### src/xlate_cfg.svh
`ifndef XLATE_CFG_SVH
`define XLATE_CFG_SVH

// Sequencer lanes, also the input credits the source starts with
`define LANE_COUNT        2
`define OUT_CREDITS       4

// GPR n sits at GPR_BASE + n
`define GPR_BASE          16'h0020
`define IMM_ADDR          16'h0010
`define HI_ADDR           16'h0008
`define LO_ADDR           16'h0009

// Unit bases with accumulator at +0, second operand at +1 and control at +2
`define ADD_UNIT          16'h0100
`define AND_UNIT          16'h0110
`define OR_UNIT           16'h0120
`define XOR_UNIT          16'h0130
`define NOR_UNIT          16'h0140
`define SHIFT_UNIT        16'h0150

// MMU offset at +1, access control at +2 and read data at +3
`define MMU_BASE          16'h0200

`define TRAP_SRC          16'hFFFF
`define TRAP_DST          16'h000F

// Adder bit 1 selects subtract and bit 0 the overflow check
`define ADDER_ADD         16'b01
`define ADDER_ADDU        16'b00
`define ADDER_SUB         16'b11
`define ADDER_SUBU        16'b10

`define SHIFT_LEFT        16'b10
`define SHIFT_RIGHT_LOG   16'b00
`define SHIFT_RIGHT_ARITH 16'b01

// Bit 2 is signed and bits 1:0 the access size
`define LOAD_LB           16'b01100
`define LOAD_LBU          16'b01000
`define LOAD_LH           16'b01101
`define LOAD_LHU          16'b01001
`define LOAD_LW           16'b01010

`endif
### src/mipsPkg.sv
package mipsPkg;

  typedef logic [31:0] mipsWord;
  typedef logic [4:0]  mipsReg;
  typedef logic [15:0] mipsImm;

  // R-type view of an instruction word
  typedef struct packed {
    logic [5:0] opcode;
    mipsReg     rs;
    mipsReg     rt;
    mipsReg     rd;
    logic [4:0] shamt;
    logic [5:0] funct;
  } mipsRType;

endpackage

### src/oiscPkg.sv
`include "xlate_cfg.svh"

package oiscPkg;

  typedef logic [15:0] oiscAddr;   // Address or literal

  typedef struct packed {
    oiscAddr src;
    oiscAddr dst;
  } oiscMove;

  typedef enum logic [2:0] {
    seqLogic3R,
    seqLogic2I,
    seqCtrl3R,
    seqCtrl2I,
    seqMove,
    seqLoad,
    seqTrap
  } seqKind;

  // Everything a lane needs to emit one instruction
  typedef struct packed {
    seqKind  kind;
    oiscAddr unitBase;
    oiscAddr opA;
    oiscAddr opB;
    oiscAddr dest;
    oiscAddr imm;
    oiscAddr ctrl;
  } xlateJob;

  typedef logic [$clog2(`LANE_COUNT)-1:0]    laneIdx;
  typedef logic [$clog2(`OUT_CREDITS+1)-1:0] creditCount;
  typedef logic [2:0]                        stepIdx;   // Up to five moves

endpackage

### src/mips2Oisc.sv
`include "xlate_cfg.svh"

module mips2Oisc (
  input  logic             CLK,
  input  logic             RST,
  input  logic             instValid,
  input  mipsPkg::mipsWord instData,
  output logic             instCredit,
  output logic             moveValid,
  output oiscPkg::oiscMove moveData,
  input  logic             moveCredit
);
  import oiscPkg::*;

  logic [`LANE_COUNT-1:0] laneLoad;
  xlateJob                laneJob;
  logic [`LANE_COUNT-1:0] seqPending;
  oiscMove                seqMove [`LANE_COUNT];
  logic [`LANE_COUNT-1:0] seqDone;
  logic [`LANE_COUNT-1:0] laneGrant;

  mipsDecoder i_decoder (
    .CLK        (CLK),
    .RST        (RST),
    .instValid  (instValid),
    .instData   (instData),
    .laneLoad   (laneLoad),
    .laneJob    (laneJob),
    .laneDone   (seqDone),
    .instCredit (instCredit)
  );

  // Every lane sees the job and laneLoad picks the taker
  for (genvar g = 0; g < `LANE_COUNT; g++) begin : genLane
    moveSequencer i_seq (
      .CLK     (CLK),
      .RST     (RST),
      .load    (laneLoad[g]),
      .job     (laneJob),
      .grant   (laneGrant[g]),
      .move    (seqMove[g]),
      .pending (seqPending[g]),
      .done    (seqDone[g])
    );
  end

  moveMerger i_merger (
    .CLK         (CLK),
    .RST         (RST),
    .lanePending (seqPending),
    .laneMove    (seqMove),
    .laneDone    (seqDone),
    .laneGrant   (laneGrant),
    .moveValid   (moveValid),
    .moveData    (moveData),
    .moveCredit  (moveCredit)
  );

endmodule

### src/mipsDecoder.sv
`include "xlate_cfg.svh"

module mipsDecoder (
  input  logic                   CLK,
  input  logic                   RST,
  input  logic                   instValid,
  input  mipsPkg::mipsWord       instData,
  output logic [`LANE_COUNT-1:0] laneLoad,
  output oiscPkg::xlateJob       laneJob,
  input  logic [`LANE_COUNT-1:0] laneDone,
  output logic                   instCredit
);
  import mipsPkg::*;
  import oiscPkg::*;

  mipsRType   fields;
  mipsImm     imm16;
  seqKind     kind;
  logic       isSpecial;
  logic       isShift;
  logic [1:0] opSel;
  oiscAddr    rsAddr;
  oiscAddr    rtAddr;
  oiscAddr    rdAddr;
  oiscAddr    ctrlUnit;
  oiscAddr    ctrlCode;
  xlateJob    job;
  laneIdx     loadPtr;

  function automatic oiscAddr gprAddr(input mipsReg r);
    return `GPR_BASE + oiscAddr'(r);
  endfunction

  function automatic oiscAddr logicUnit(input logic [1:0] sel);
    case (sel)
      2'b00:   return `AND_UNIT;
      2'b01:   return `OR_UNIT;
      2'b10:   return `XOR_UNIT;
      default: return `NOR_UNIT;
    endcase
  endfunction

  function automatic oiscAddr adderCtrl(input logic [1:0] sel);
    case (sel)
      2'b00:   return `ADDER_ADD;
      2'b01:   return `ADDER_ADDU;
      2'b10:   return `ADDER_SUB;
      default: return `ADDER_SUBU;
    endcase
  endfunction

  function automatic oiscAddr shiftCtrl(input logic [1:0] sel);
    case (sel)
      2'b00:   return `SHIFT_LEFT;
      2'b10:   return `SHIFT_RIGHT_LOG;
      default: return `SHIFT_RIGHT_ARITH;
    endcase
  endfunction

  function automatic oiscAddr loadCtrl(input logic [2:0] sel);
    case (sel)
      3'b000:  return `LOAD_LB;
      3'b100:  return `LOAD_LBU;
      3'b001:  return `LOAD_LH;
      3'b101:  return `LOAD_LHU;
      default: return `LOAD_LW;
    endcase
  endfunction

  assign fields    = instData;
  assign imm16     = instData[15:0];
  assign isSpecial = fields.opcode == 6'b000000;
  assign isShift   = isSpecial && !fields.funct[5];
  assign opSel     = isSpecial ? fields.funct[1:0] : fields.opcode[1:0];
  assign rsAddr    = gprAddr(fields.rs);
  assign rtAddr    = gprAddr(fields.rt);
  assign rdAddr    = gprAddr(fields.rd);
  assign ctrlUnit  = isShift ? `SHIFT_UNIT : `ADD_UNIT;
  assign ctrlCode  = isShift ? shiftCtrl(opSel) : adderCtrl(opSel);

  always_comb begin
    casez (instData)
      32'b000000_?????_?????_?????_00000_1001??: kind = seqLogic3R;  // AND OR XOR NOR
      32'b001100_?????_?????_????????????????,
      32'b001101_?????_?????_????????????????,
      32'b001110_?????_?????_????????????????:   kind = seqLogic2I;
      32'b000000_?????_?????_?????_00000_1000??,
      32'b000000_?????_?????_?????_00000_000100,
      32'b000000_?????_?????_?????_00000_00011?: kind = seqCtrl3R;   // Adder and variable shifts
      32'b00100?_?????_?????_????????????????,
      32'b000000_00000_?????_?????_?????_000000,
      32'b000000_00000_?????_?????_?????_00001?: kind = seqCtrl2I;
      32'b000000_00000_00000_?????_00000_0100?0,
      32'b000000_?????_00000_00000_00000_0100?1: kind = seqMove;     // HI/LO moves
      32'b100?00_?????_?????_????????????????,
      32'b100?01_?????_?????_????????????????,
      32'b100011_?????_?????_????????????????:   kind = seqLoad;
      default:                                   kind = seqTrap;
    endcase
  end

  always_comb begin
    job.kind     = kind;
    job.unitBase = `ADD_UNIT;
    job.opA      = rsAddr;
    job.opB      = rtAddr;
    job.dest     = rdAddr;
    job.imm      = imm16;
    job.ctrl     = '0;
    case (kind)
      seqLogic3R: job.unitBase = logicUnit(opSel);
      seqLogic2I: begin
        job.unitBase = logicUnit(opSel);
        job.dest     = rtAddr;
      end
      seqCtrl3R: begin
        job.unitBase = ctrlUnit;
        job.ctrl     = ctrlCode;
      end
      seqCtrl2I: begin
        job.unitBase = ctrlUnit;
        job.ctrl     = ctrlCode;
        if (isShift) begin
          job.opA = rtAddr;
          job.imm = {11'b0, fields.shamt};
        end else begin
          job.dest = rtAddr;
        end
      end
      seqMove: begin
        if (fields.funct[0])   // MTHI MTLO
          job.dest = fields.funct[1] ? `LO_ADDR : `HI_ADDR;
        else
          job.opA = fields.funct[1] ? `LO_ADDR : `HI_ADDR;
      end
      seqLoad: begin
        job.unitBase = `MMU_BASE;
        job.ctrl     = loadCtrl(fields.opcode[2:0]);
        job.dest     = rtAddr;
      end
      default: ;
    endcase
  end

  // Credits guarantee the lane under loadPtr is idle
  always_ff @(posedge CLK or posedge RST) begin
    if (RST) begin
      laneLoad   <= '0;
      loadPtr    <= '0;
      instCredit <= 1'b0;
    end else begin
      laneLoad   <= '0;
      instCredit <= |laneDone;
      if (instValid) begin
        laneLoad[loadPtr] <= 1'b1;
        loadPtr <= (loadPtr == laneIdx'(`LANE_COUNT - 1)) ? '0 : loadPtr + laneIdx'(1);
      end
    end
  end

  always_ff @(posedge CLK) begin
    if (instValid)
      laneJob <= job;
  end

endmodule

### src/moveMerger.sv
`include "xlate_cfg.svh"

module moveMerger (
  input  logic                   CLK,
  input  logic                   RST,
  input  logic [`LANE_COUNT-1:0] lanePending,
  input  oiscPkg::oiscMove       laneMove [`LANE_COUNT],
  input  logic [`LANE_COUNT-1:0] laneDone,
  output logic [`LANE_COUNT-1:0] laneGrant,
  output logic                   moveValid,
  output oiscPkg::oiscMove       moveData,
  input  logic                   moveCredit
);
  import oiscPkg::*;

  laneIdx     drainPtr;
  creditCount creditCnt;
  logic       grantNow;

  // Only the lane holding the oldest job may send
  assign grantNow = lanePending[drainPtr] && (creditCnt != '0);

  always_comb begin
    laneGrant           = '0;
    laneGrant[drainPtr] = grantNow;
  end

  always_ff @(posedge CLK or posedge RST) begin
    if (RST) begin
      drainPtr <= '0;
    end else if (laneDone[drainPtr]) begin
      drainPtr <= (drainPtr == laneIdx'(`LANE_COUNT - 1)) ? '0 : drainPtr + laneIdx'(1);
    end
  end

  always_ff @(posedge CLK or posedge RST) begin
    if (RST)
      creditCnt <= creditCount'(`OUT_CREDITS);
    else if (grantNow && !moveCredit)
      creditCnt <= creditCnt - creditCount'(1);
    else if (!grantNow && moveCredit)
      creditCnt <= creditCnt + creditCount'(1);
  end

  always_ff @(posedge CLK or posedge RST) begin
    if (RST)
      moveValid <= 1'b0;
    else
      moveValid <= grantNow;
  end

  always_ff @(posedge CLK) begin
    if (grantNow)
      moveData <= laneMove[drainPtr];
  end

endmodule

### src/moveSequencer.sv
`include "xlate_cfg.svh"

module moveSequencer (
  input  logic             CLK,
  input  logic             RST,
  input  logic             load,
  input  oiscPkg::xlateJob job,
  input  logic             grant,
  output oiscPkg::oiscMove move,
  output logic             pending,
  output logic             done
);
  import oiscPkg::*;

  typedef enum logic {laneIdle, laneEmit} laneState;

  laneState state;
  stepIdx   step;
  stepIdx   lastStep;
  xlateJob  jobQ;
  oiscAddr  unit;
  oiscAddr  unitSecond;
  oiscAddr  unitCtrl;

  assign unit       = jobQ.unitBase;
  assign unitSecond = unit + 16'd1;
  assign unitCtrl   = unit + 16'd2;
  assign pending    = state == laneEmit;
  assign done       = grant && (step == lastStep);

  always_comb begin
    case (jobQ.kind)
      seqLogic3R: lastStep = 3'd2;
      seqLogic2I: lastStep = 3'd3;
      seqCtrl3R:  lastStep = 3'd3;
      seqCtrl2I:  lastStep = 3'd4;
      seqLoad:    lastStep = 3'd3;
      default:    lastStep = 3'd0;   // Single move
    endcase
  end

  always_comb begin
    move = '{`TRAP_SRC, `TRAP_DST};
    case (jobQ.kind)
      seqLogic3R:
        case (step)
          3'd0:    move = '{jobQ.opA, unit};
          3'd1:    move = '{jobQ.opB, unitSecond};
          default: move = '{unit, jobQ.dest};
        endcase
      seqLogic2I:
        case (step)
          3'd0:    move = '{jobQ.opA, unit};
          3'd1:    move = '{jobQ.imm, `IMM_ADDR};
          3'd2:    move = '{`IMM_ADDR, unitSecond};
          default: move = '{unit, jobQ.dest};
        endcase
      seqCtrl3R:
        case (step)
          3'd0:    move = '{jobQ.opA, unit};
          3'd1:    move = '{jobQ.opB, unitSecond};
          3'd2:    move = '{jobQ.ctrl, unitCtrl};
          default: move = '{unit, jobQ.dest};
        endcase
      seqCtrl2I:
        case (step)
          3'd0:    move = '{jobQ.opA, unit};
          3'd1:    move = '{jobQ.imm, `IMM_ADDR};
          3'd2:    move = '{`IMM_ADDR, unitSecond};
          3'd3:    move = '{jobQ.ctrl, unitCtrl};
          default: move = '{unit, jobQ.dest};
        endcase
      seqLoad:
        case (step)
          3'd0:    move = '{jobQ.opA, unit};
          3'd1:    move = '{jobQ.imm, unitSecond};
          3'd2:    move = '{jobQ.ctrl, unitCtrl};
          default: move = '{unit + 16'd3, jobQ.dest};   // MMU read data
        endcase
      seqMove: move = '{jobQ.opA, jobQ.dest};
      default: ;
    endcase
  end

  always_ff @(posedge CLK or posedge RST) begin
    if (RST) begin
      state <= laneIdle;
      step  <= '0;
    end else if (load) begin
      state <= laneEmit;
      step  <= '0;
    end else if (done) begin
      state <= laneIdle;
      step  <= '0;
    end else if (grant) begin
      step <= step + 3'd1;
    end
  end

  always_ff @(posedge CLK) begin
    if (load)
      jobQ <= job;
  end

endmodule

### config.mk
export PLATFORM = sky130hd
export DESIGN_NAME = mips2Oisc
export DESIGN_NICKNAME = d
export VERILOG_FILES = /design/src/mipsPkg.sv /design/src/oiscPkg.sv /design/src/mips2Oisc.sv /design/src/mipsDecoder.sv /design/src/moveMerger.sv /design/src/moveSequencer.sv
export VERILOG_INCLUDE_DIRS = /design/src
export SDC_FILE = /design/constraint.sdc
export NUM_CORES = 1
export LEC_CHECK = 0
export CAP_MARGIN = 20
export CORE_MARGIN = 1.5
export CORE_UTILIZATION = 60
export DETAILED_ROUTE_END_ITERATION = 8
export DONT_BUFFER_PORTS = 1
export GPL_ROUTABILITY_DRIVEN = 0
export PLACE_DENSITY = 0.76
export SKIP_LAST_GASP = 1
export SLEW_MARGIN = 0
export SYNTH_ARGS = -nofsm -noshare
export SYNTH_HDL_FRONTEND = slang
export SYNTH_SLANG_ARGS = --single-unit
### constraint.sdc
create_clock -name CLK -period 4.2 [get_ports CLK]
set_input_delay 0.42 -clock CLK [delete_from_list [all_inputs] [get_ports CLK]]
set_output_delay 0.42 -clock CLK [all_outputs]
set_load 0.005 [all_outputs]
After elaboration in Yosys (flattened, before gate mapping)
Cells that the tools add are included.
{"block": "op_classes", "add_sub_neg": 15, "order_cmp": 5, "eq_ne": 42, "mux": 59, "n_bitwise": 2, "reduce_logical": 37}
{"cell": "32-bit one-hot mux with 3 select lines", "n": 6}
{"cell": "32-bit one-hot mux with 6 select lines", "n": 2}
{"cell": "32-bit one-hot mux with 4 select lines", "n": 2}
{"cell": "32-bit one-hot mux with 2 select lines", "n": 2}
{"cell": "16-bit 2-to-1 mux", "n": 6}
{"cell": "32-bit 2-to-1 mux", "n": 3}
{"cell": "16-bit one-hot mux with 3 select lines", "n": 2}
{"cell": "16-bit by 2-bit adder with 16-bit output (second input constant)", "n": 4}
{"cell": "16-bit one-hot mux with 2 select lines", "n": 2}
{"cell": "26-bit by 4-bit equality test with 1-bit output (second input constant)", "n": 2}
{"cell": "16-bit by 1-bit adder with 16-bit output (second input constant)", "n": 2}
{"cell": "15-bit by 4-bit equality test with 1-bit output (second input constant)", "n": 2}
{"cell": "3-bit by 2-bit equality test with 1-bit output (second input constant)", "n": 10}
{"cell": "3-bit equality test (second input constant)", "n": 8}
{"cell": "3-bit 2-to-1 mux", "n": 8}
{"cell": "6-bit by 5-bit adder with 7-bit output (first input constant)", "n": 3}
{"cell": "7-bit one-hot mux with 3 select lines", "n": 1}
{"cell": "3-bit by 1-bit equality test with 1-bit output (second input constant)", "n": 6}
{"cell": "6-bit by 4-bit equality test with 1-bit output (second input constant)", "n": 3}
{"cell": "3-bit logical NOT", "n": 6}
{"cell": "3-bit one-hot mux with 3 select lines", "n": 2}
{"cell": "3-bit one-hot mux with 6 select lines", "n": 1}
{"cell": "3-bit OR reduction", "n": 6}
{"cell": "17-bit by 3-bit equality test with 1-bit output (second input constant)", "n": 1}
{"cell": "31 further kinds", "n": 70}
{"block": "word_totals", "regBits": 346, "inputBits": 36, "output_inout_bits": 34, "word_cells": 193}

Depth between registers and ports, before layout
{"block": "depth", "word_depth": 8, "depth_mapped": 9, "mapped_depth_nobuf": 8}

Hierarchy
From an unflattened synthesis, not the netlist that was laid out.
{"block": "unflattened", "cells_unflattened": 2162, "area_unflattened_um2": 20075.5}
{"module": "moveSequencer at genLane[1].i_seq", "instances": 1, "cells_each": 945, "area_per_inst_um2": 7901.3, "seq_area_each_um2": 3072.9}
{"module": "moveSequencer at genLane[0].i_seq", "instances": 1, "cells_each": 906, "area_per_inst_um2": 7841.3, "seq_area_each_um2": 3072.9}
{"module": "mipsDecoder", "instances": 1, "cells_each": 218, "area_per_inst_um2": 2590.0, "seq_area_each_um2": 1451.4}
{"module": "moveMerger", "instances": 1, "cells_each": 93, "area_per_inst_um2": 1742.9, "seq_area_each_um2": 1087.3}

Least setup slack after synthesis
OpenSTA, ideal clock, no wires.
{"block": "synth_path", "kind": "reg2reg", "startpoint": "reg i_merger.creditCnt[2]", "endpoint": "reg i_merger.creditCnt[2]", "setup_time_ns": 0.075, "t_arrival_ns": 3.117, "t_required_ns": 4.125, "setup_slack_ns": 1.008, "stages_incl_launch_ff": 9, "path_buffers": 0, "synth_period_minus_slack_ns": 3.192, "path_cell_list": "dfstp_2 nor3_1 a21oi_1 ha_1 inv_1 fa_1 xor2_1 nor2_1 xor2_1"}
{"block": "synth_via", "elab_chain_len": 5, "word_cells_on_any_way": 10, "classes_between": "2 x add/sub; 2 x mux; 6 x reduce/logical"}
{"item": "start: declaration", "line": "moveMerger.sv:17", "rtl": "creditCount creditCnt;"}
{"item": "start signal: assignment", "line": "moveMerger.sv:38", "rtl": "creditCnt <= creditCount'(`OUT_CREDITS);"}
{"item": "start signal: assignment", "line": "moveMerger.sv:40", "rtl": "creditCnt <= creditCnt - creditCount'(1);"}
{"item": "start signal: assignment", "line": "moveMerger.sv:42", "rtl": "creditCnt <= creditCnt + creditCount'(1);"}
{"item": "3-bit nonzero test (*)", "line": "moveMerger.sv:21", "rtl": "assign grantNow = lanePending[drainPtr] && (creditCnt != '0);"}
{"item": "1-bit logical AND (*)", "line": "moveMerger.sv:21"}
{"item": "via i_merger.grantNow", "line": "moveMerger.sv:18", "rtl": "logic grantNow;"}
{"item": "1-bit logical NOT", "line": "moveMerger.sv:41", "rtl": "else if (!grantNow && moveCredit)"}
{"item": "1-bit logical AND", "line": "moveMerger.sv:41"}
{"item": "2-bit nonzero test (no line)"}
The timed path passes the listed nets; every way through them passes the cells marked *. The select of a mux whose other input is x is not followed.
A chain may end at the register's enable or synchronous reset.

Final worst setup path
{"block": "layout_path", "startpoint": "reg genLane[1].i_seq.step[2]", "endpoint": "reg i_merger.moveData[16] (netlist name)"}
{"block": "layout_via", "elab_chain_len": 6, "word_cells_on_any_way": 13, "classes_between": "3 x eq/ne; 9 x mux; 1 x reduce/logical"}
{"item": "start: declaration", "line": "moveSequencer.sv:18", "rtl": "stepIdx step;"}
{"item": "start signal: assignment", "line": "moveSequencer.sv:96", "rtl": "step <= step + 3'd1;"}
{"item": "3-bit by 2-bit equality test with 1-bit output (tied with other cells)", "line": "moveSequencer.sv:66", "rtl": "case (step)"}
{"item": "32-bit one-hot mux with 4 select lines (tied with other cells)", "line": "moveSequencer.sv:66"}
{"item": "32-bit one-hot mux with 6 select lines (*)", "line": "moveSequencer.sv:44", "rtl": "case (jobQ.kind)"}
{"item": "32-bit 2-to-1 mux (implied by the code) (*) (3 in a row)", "line": "moveMerger.sv:54", "rtl": "moveData <= laneMove[drainPtr];"}
Mark *: on every way between the ends. The rest lies on a longest branch, timed or not. The select of a mux whose other input is x is not followed.

==> flow_summary.html <==
<table>
<tr><th>Metric</th><th>Value</th></tr>
<tr><th colspan="2">Floorplan</th></tr>
<tr><td>Std-Cell Core Area</td><td>roughly 0.014 sq mm</td></tr>
<tr><td>Die Width</td><td>~120 um</td></tr>
<tr><td>Site Rows</td><td>43</td></tr>
<tr><td>Full die area</td><td>around 0.015 sq mm</td></tr>
<tr><td>Die boundary height</td><td>about 120 um</td></tr>
<tr><td>Initial Utilization</td><td>about 62%</td></tr>
<tr><td>Count of boundary I/O pins</td><td>70</td></tr>
<tr><th colspan="2">Job</th></tr>
<tr><td>Total of max-cap violations</td><td>0</td></tr>
<tr><th colspan="2">Drt</th></tr>
<tr><td>Antenna-violating nets left</td><td>0</td></tr>
<tr><td>Final routed wirelength across all metal layers</td><td>between 20000 and 25000 um</td></tr>
<tr><td>1st-iter DRT viols</td><td>between 800 and 900</td></tr>
<tr><td>Final routed DRC violation total</td><td>13</td></tr>
<tr><td>Vias after detailed routing</td><td>roughly 6300</td></tr>
<tr><td>Via-to-Cell Ratio</td><td>~6.9</td></tr>
<tr><td>Number of iterations in the first detailed-routing pass</td><td>9</td></tr>
<tr><td>Detailed-route wire length per cell</td><td>~24 um</td></tr>
<tr><th colspan="2">Synthesis</th></tr>
<tr><td>Yosys reg bits</td><td>roughly 170</td></tr>
<tr><td>Dominant register cell in the synthesized netlist</td><td>sky130_fd_sc_hd__edfxtp_1</td></tr>
<tr><td>Synth Cell Area</td><td>about 0.0086 sq mm</td></tr>
<tr><td>Leading area contributor after synthesis</td><td>sky130_fd_sc_hd__edfxtp_1</td></tr>
<tr><td>Post-synth ARST share</td><td>between 9 and 10%</td></tr>
<tr><td>Syn_area_per_cell</td><td>approximately 12 sq um</td></tr>
<tr><td>Synth cell types</td><td>83</td></tr>
<tr><td>Number of enable-type register cells in the synthesized netlist</td><td>between 150 and 200</td></tr>
<tr><td>Share of the synthesized area in the top cell type</td><td>between 50 and 60%</td></tr>
<tr><td>Most area-consuming cells after synthesis</td><td>sky130_fd_sc_hd__edfxtp_1, sky130_fd_sc_hd__dfrtp_1, sky130_fd_sc_hd__a21oi_1</td></tr>
<tr><td>Gate count of the mapped netlist</td><td>roughly 740</td></tr>
<tr><td>Sequential share of the synthesized area</td><td>59.60%</td></tr>
<tr><td>YS warnings</td><td>0</td></tr>
<tr><th colspan="2">Timing</th></tr>
<tr><td>Timing-limited maximum frequency</td><td>323.1 MHz</td></tr>
<tr><td>Hold Slack</td><td>~0.084 ns</td></tr>
<tr><td>Pins over their slew limit</td><td>0</td></tr>
<tr><td>Worst slew margin relative to its limit</td><td>between 30% and 40%</td></tr>
<tr><td>Share of the cycle needed by the critical path after routing</td><td>roughly three quarters</td></tr>
<tr><td>Worst-margin pin slew</td><td>around 1.0 ns</td></tr>
<tr><td>Final-report setup violation count</td><td>0</td></tr>
<tr><td>Hold violation count in the final report</td><td>0</td></tr>
<tr><td>Post-route minimum period</td><td>between 3 and 4 ns</td></tr>
<tr><td>RSZ-0062 raised after global routing</td><td>no</td></tr>
<tr><td>Total negative setup slack</td><td>0 ns</td></tr>
<tr><td>Clock Skew</td><td>about 0.0060 ns</td></tr>
<tr><th colspan="2">Power and ir drop</th></tr>
<tr><td>Reported net switching power</td><td>between 0.002 and 0.0025 W</td></tr>
<tr><td>Switching fraction of total power</td><td>~36%</td></tr>
<tr><td>Leakage power</td><td>approximately 3.3 nW</td></tr>
<tr><td>Power per standard cell area</td><td>683.9 mW/mm^2</td></tr>
<tr><td>Reg power frac</td><td>a little under half</td></tr>
<tr><td>Internal power summed over all cells</td><td>about 0.004 W</td></tr>
<tr><td>Power share of the clock group</td><td>approximately a quarter</td></tr>
<tr><td>Combinational fraction of design power</td><td>between 20 and 30%</td></tr>
<tr><td>Worst IR drop on VDD</td><td>around 430 uV</td></tr>
<tr><th colspan="2">Global route</th></tr>
<tr><td>Initial antenna violation count</td><td>0</td></tr>
<tr><td>Total overflow reported by the global router</td><td>0</td></tr>
<tr><td>Global-route wire length before repair</td><td>~32000 um</td></tr>
<tr><td>Global-route total usage across every layer</td><td>approximately 29%</td></tr>
<tr><td>Largest net degree at the start of global routing</td><td>49</td></tr>
<tr><td>Vias in the first global route</td><td>around 6000</td></tr>
<tr><th colspan="2">Clock network</th></tr>
<tr><td>CTS clk-pin slew, worst paths</td><td>0.07 ns</td></tr>
<tr><td>TritonCTS clock tree</td><td>done</td></tr>
<tr><td>Root buffer cell</td><td>sky130_fd_sc_hd__clkbuf_16</td></tr>
<tr><td>Clock network latency to the later pin of the worst-skew pair</td><td>0.43 ns</td></tr>
<tr><td>Number of gates resized after CTS</td><td>0</td></tr>
<tr><td>Clock sink count</td><td>about 170</td></tr>
<tr><td>CTS max path bufs</td><td>2</td></tr>
<tr><td>H-tree levels</td><td>4</td></tr>
<tr><td>Number of buffers created by CTS</td><td>17</td></tr>
<tr><th colspan="2">Layout</th></tr>
<tr><td>Area taken by multi-input logic gates</td><td>between 0.003 and 0.004 sq mm</td></tr>
<tr><td>Sequential cell area in the final layout</td><td>0.005144 sq mm</td></tr>
<tr><td>Layout filler cell count</td><td>between 900 and 1000</td></tr>
<tr><td>Total number of nets in the final design</td><td>around 770</td></tr>
<tr><td>Synth-to-Final Area Change</td><td>7.746%</td></tr>
<tr><td>Fraction of final layout cells sized beyond drive strength 1</td><td>under 10%</td></tr>
<tr><td>Antenna cells</td><td>0</td></tr>
<tr><th colspan="2">Worst setup path</th></tr>
<tr><td>Required time worst endpoint</td><td>between 4 and 5 ns</td></tr>
<tr><td>Biggest fanout along the worst timing path</td><td>26</td></tr>
<tr><td>Cells on worst reg2reg path</td><td>7</td></tr>
<tr><td>Setup crit end kind</td><td>flip-flop</td></tr>
<tr><td>Sort of element at the start of the critical path</td><td>flip-flop</td></tr>
<tr><td>Capture instance of the worst register-to-register path</td><td>i_merger.moveData[16]$_DFFE_PP_</td></tr>
<tr><td>CP max-delay cell</td><td>sky130_fd_sc_hd__dfrtp_1</td></tr>
<tr><td>CP Cell Sequence</td><td>clkinv_1 -&gt; ha_1 -&gt; mux2_2 -&gt; nand2_1 -&gt; a21oi_1 -&gt; a2111oi_0 -&gt; a31oi_1</td></tr>
<tr><td>Startpoint of the worst register-to-register path</td><td>genLane[1].i_seq.step[2]$_DFFE_PP0P_</td></tr>
<tr><td>Data arrival at the endpoint of the critical path</td><td>~3.3 ns</td></tr>
<tr><td>Startpoint-to-endpoint class of the critical path</td><td>reg2reg</td></tr>
<tr><td>Highest cell delay on the worst timing path</td><td>between 0.9 and 1 ns</td></tr>
<tr><td>Beginning of the critical path</td><td>genLane[1].i_seq.step[2]$_DFFE_PP0P_</td></tr>
<tr><td>Setup slack on the worst flop-to-flop path</td><td>~1.1 ns</td></tr>
<tr><th colspan="2">Run status</th></tr>
<tr><td>Violations in the final reports</td><td>DRC</td></tr>
<tr><td>Outcome</td><td>finished, violations left</td></tr>
<tr><th colspan="2">Worst hold path</th></tr>
<tr><td>HP Start</td><td>instData[19]</td></tr>
<tr><td>Class of the tightest hold or removal check</td><td>in2reg</td></tr>
<tr><td>Hold Path Cell Cnt</td><td>0</td></tr>
<tr><td>Hold endpoint</td><td>i_decoder.laneJob[51]$_DFFE_PP_</td></tr>
<tr><th colspan="2">Placed design</th></tr>
<tr><td>Count of input and output buffers</td><td>0</td></tr>
<tr><td>DP Wirelength</td><td>14980 um</td></tr>
</table>
[power groups by stage]
stage	clock network, W	logic, W	registers [W]
after floorplan	0	0.00145	0.00270
after global placement	0	0.00171	0.00292
after detailed placement	0	0.00176	0.00294
after CTS	0.00160	0.00178	0.00291
after global routing	0.00166	0.00205	0.00292
final	0.00159	0.00190	0.00287
[placed cells by master, fill, tap and decap left out, drive strengths merged, types with 12 or more instances in the layout]
cell type,n
nand3,13
edfxtp,157
nor3,14
o21ai,25
a22oi,15
nor4,12
and2,17
nand2,61
clkbuf,19
inv,35
ha,13
nor2,40
dfrtp,16
a21oi,60
nor2b,16
a31oi,12
[metrics by stage]
stage	total power, W	setup WS (ns)	area, sq um	util (%)	instances
after floorplan	0.004145	1.008	8648	-	741
after global placement	0.004621	1.331	8670	62.22	875
after detailed placement	0.004705	1.227	8670	62.22	875
after CTS	0.006288	1.217	9274	66.55	907
after global routing	0.006628	0.8522	9294	66.70	908
final	0.006356	1.105	9294	66.70	908
[sequential cells by signal, indices dropped and copies added (netlist names)]
signal and flops:
genLane.i_seq.jobQ 79, i_merger.moveValid 1, genLane.i_seq.unit 9, genLane.i_seq.pending 2, i_decoder.instCredit 1, i_decoder.laneLoad 2, genLane.i_seq.step 6, i_merger.moveData 25
i_decoder.loadPtr 1, i_merger.creditCnt 3, i_merger.drainPtr 1, i_decoder.laneJob 44
[critical path: cells and delay by family (launching register included)]
kind                     cells  cell delay, ns
AO/OA/AOI/OAI                3            0.70
adder cells (fa/ha/maj)      1            0.36
buffers and inverters        1            0.49
flip-flops                   1            0.91
multiplexers                 1            0.27
AND/OR/NAND/NOR              1            0.09
[cell type report]
type                       instances  area share [%]
sequential                       174           55.34
multi-input combinational        484           33.90
clock buffer                      19           4.658
tap                              180           2.423
clock inverter                    12           1.737
inverter                          34           1.373
timing repair buffer               5          0.5654
[per-layer routing]
layer / up-vias / part of all wire [%] / track usage, %
li1: 2780 / - / -
met1: 2943 / 40 / 40.18
met2: 491 / 45 / 43.47
met3: 80 / 12 / 7.749
met4: 0 / 3.4 / 13.52
met5: - / 0 / 0
[how the worst max path moves through the flow]
stage	end	slack [ns]	depth (start not counted)
2_1_floorplan	i_merger.creditCnt[2]$_DFFE_PP1P_	1.01	8
3_3_place_gp	i_merger.moveData[16]$_DFFE_PP_	1.33	7
3_5_place_dp	i_merger.moveData[16]$_DFFE_PP_	1.23	7
4_1_cts	i_merger.moveData[16]$_DFFE_PP_	1.22	7
5_1_grt	i_merger.moveData[16]$_DFFE_PP_	0.85	7
6_report	i_merger.moveData[16]$_DFFE_PP_	1.11	7
[cells by family (layout without fill, tap and decap cells)]
family,count (synthesis),count (layout),share of synthesized area (%)
AO/OA/AOI/OAI,231,231,18.99
XOR/XNOR,8,8,0.8123
adder cells (fa/ha/maj),14,14,2.118
buffers and inverters,83,70,4.178
flip-flops,174,174,59.60
multiplexers,9,9,1.059
other,1,7,0.04347
AND/OR/NAND/NOR,215,215,13.20
[timing repair]
item,CTS,global route
hold buffers,1,0
buffers inserted,0,0
hold endpoints to repair,16,0
[Yosys cell counts (all sizes together) (6+ instances only)]
library cell and instances:
a211oi 9, a21o 10, a21oi 60, a22o 11
a22oi 15, a31oi 12, and2 17, buf 26
clkbuf 23, dfrtp 16, edfxtp 157, ha 13
inv 32, mux2i 8, nand2 61, nand2b 6
nand3 13, nand3b 6, nor2 40, nor2b 16
nor3 14, nor4 12, o211ai 7, o21ai 25
o22ai 11
Power figures use the tool's default switching activity.
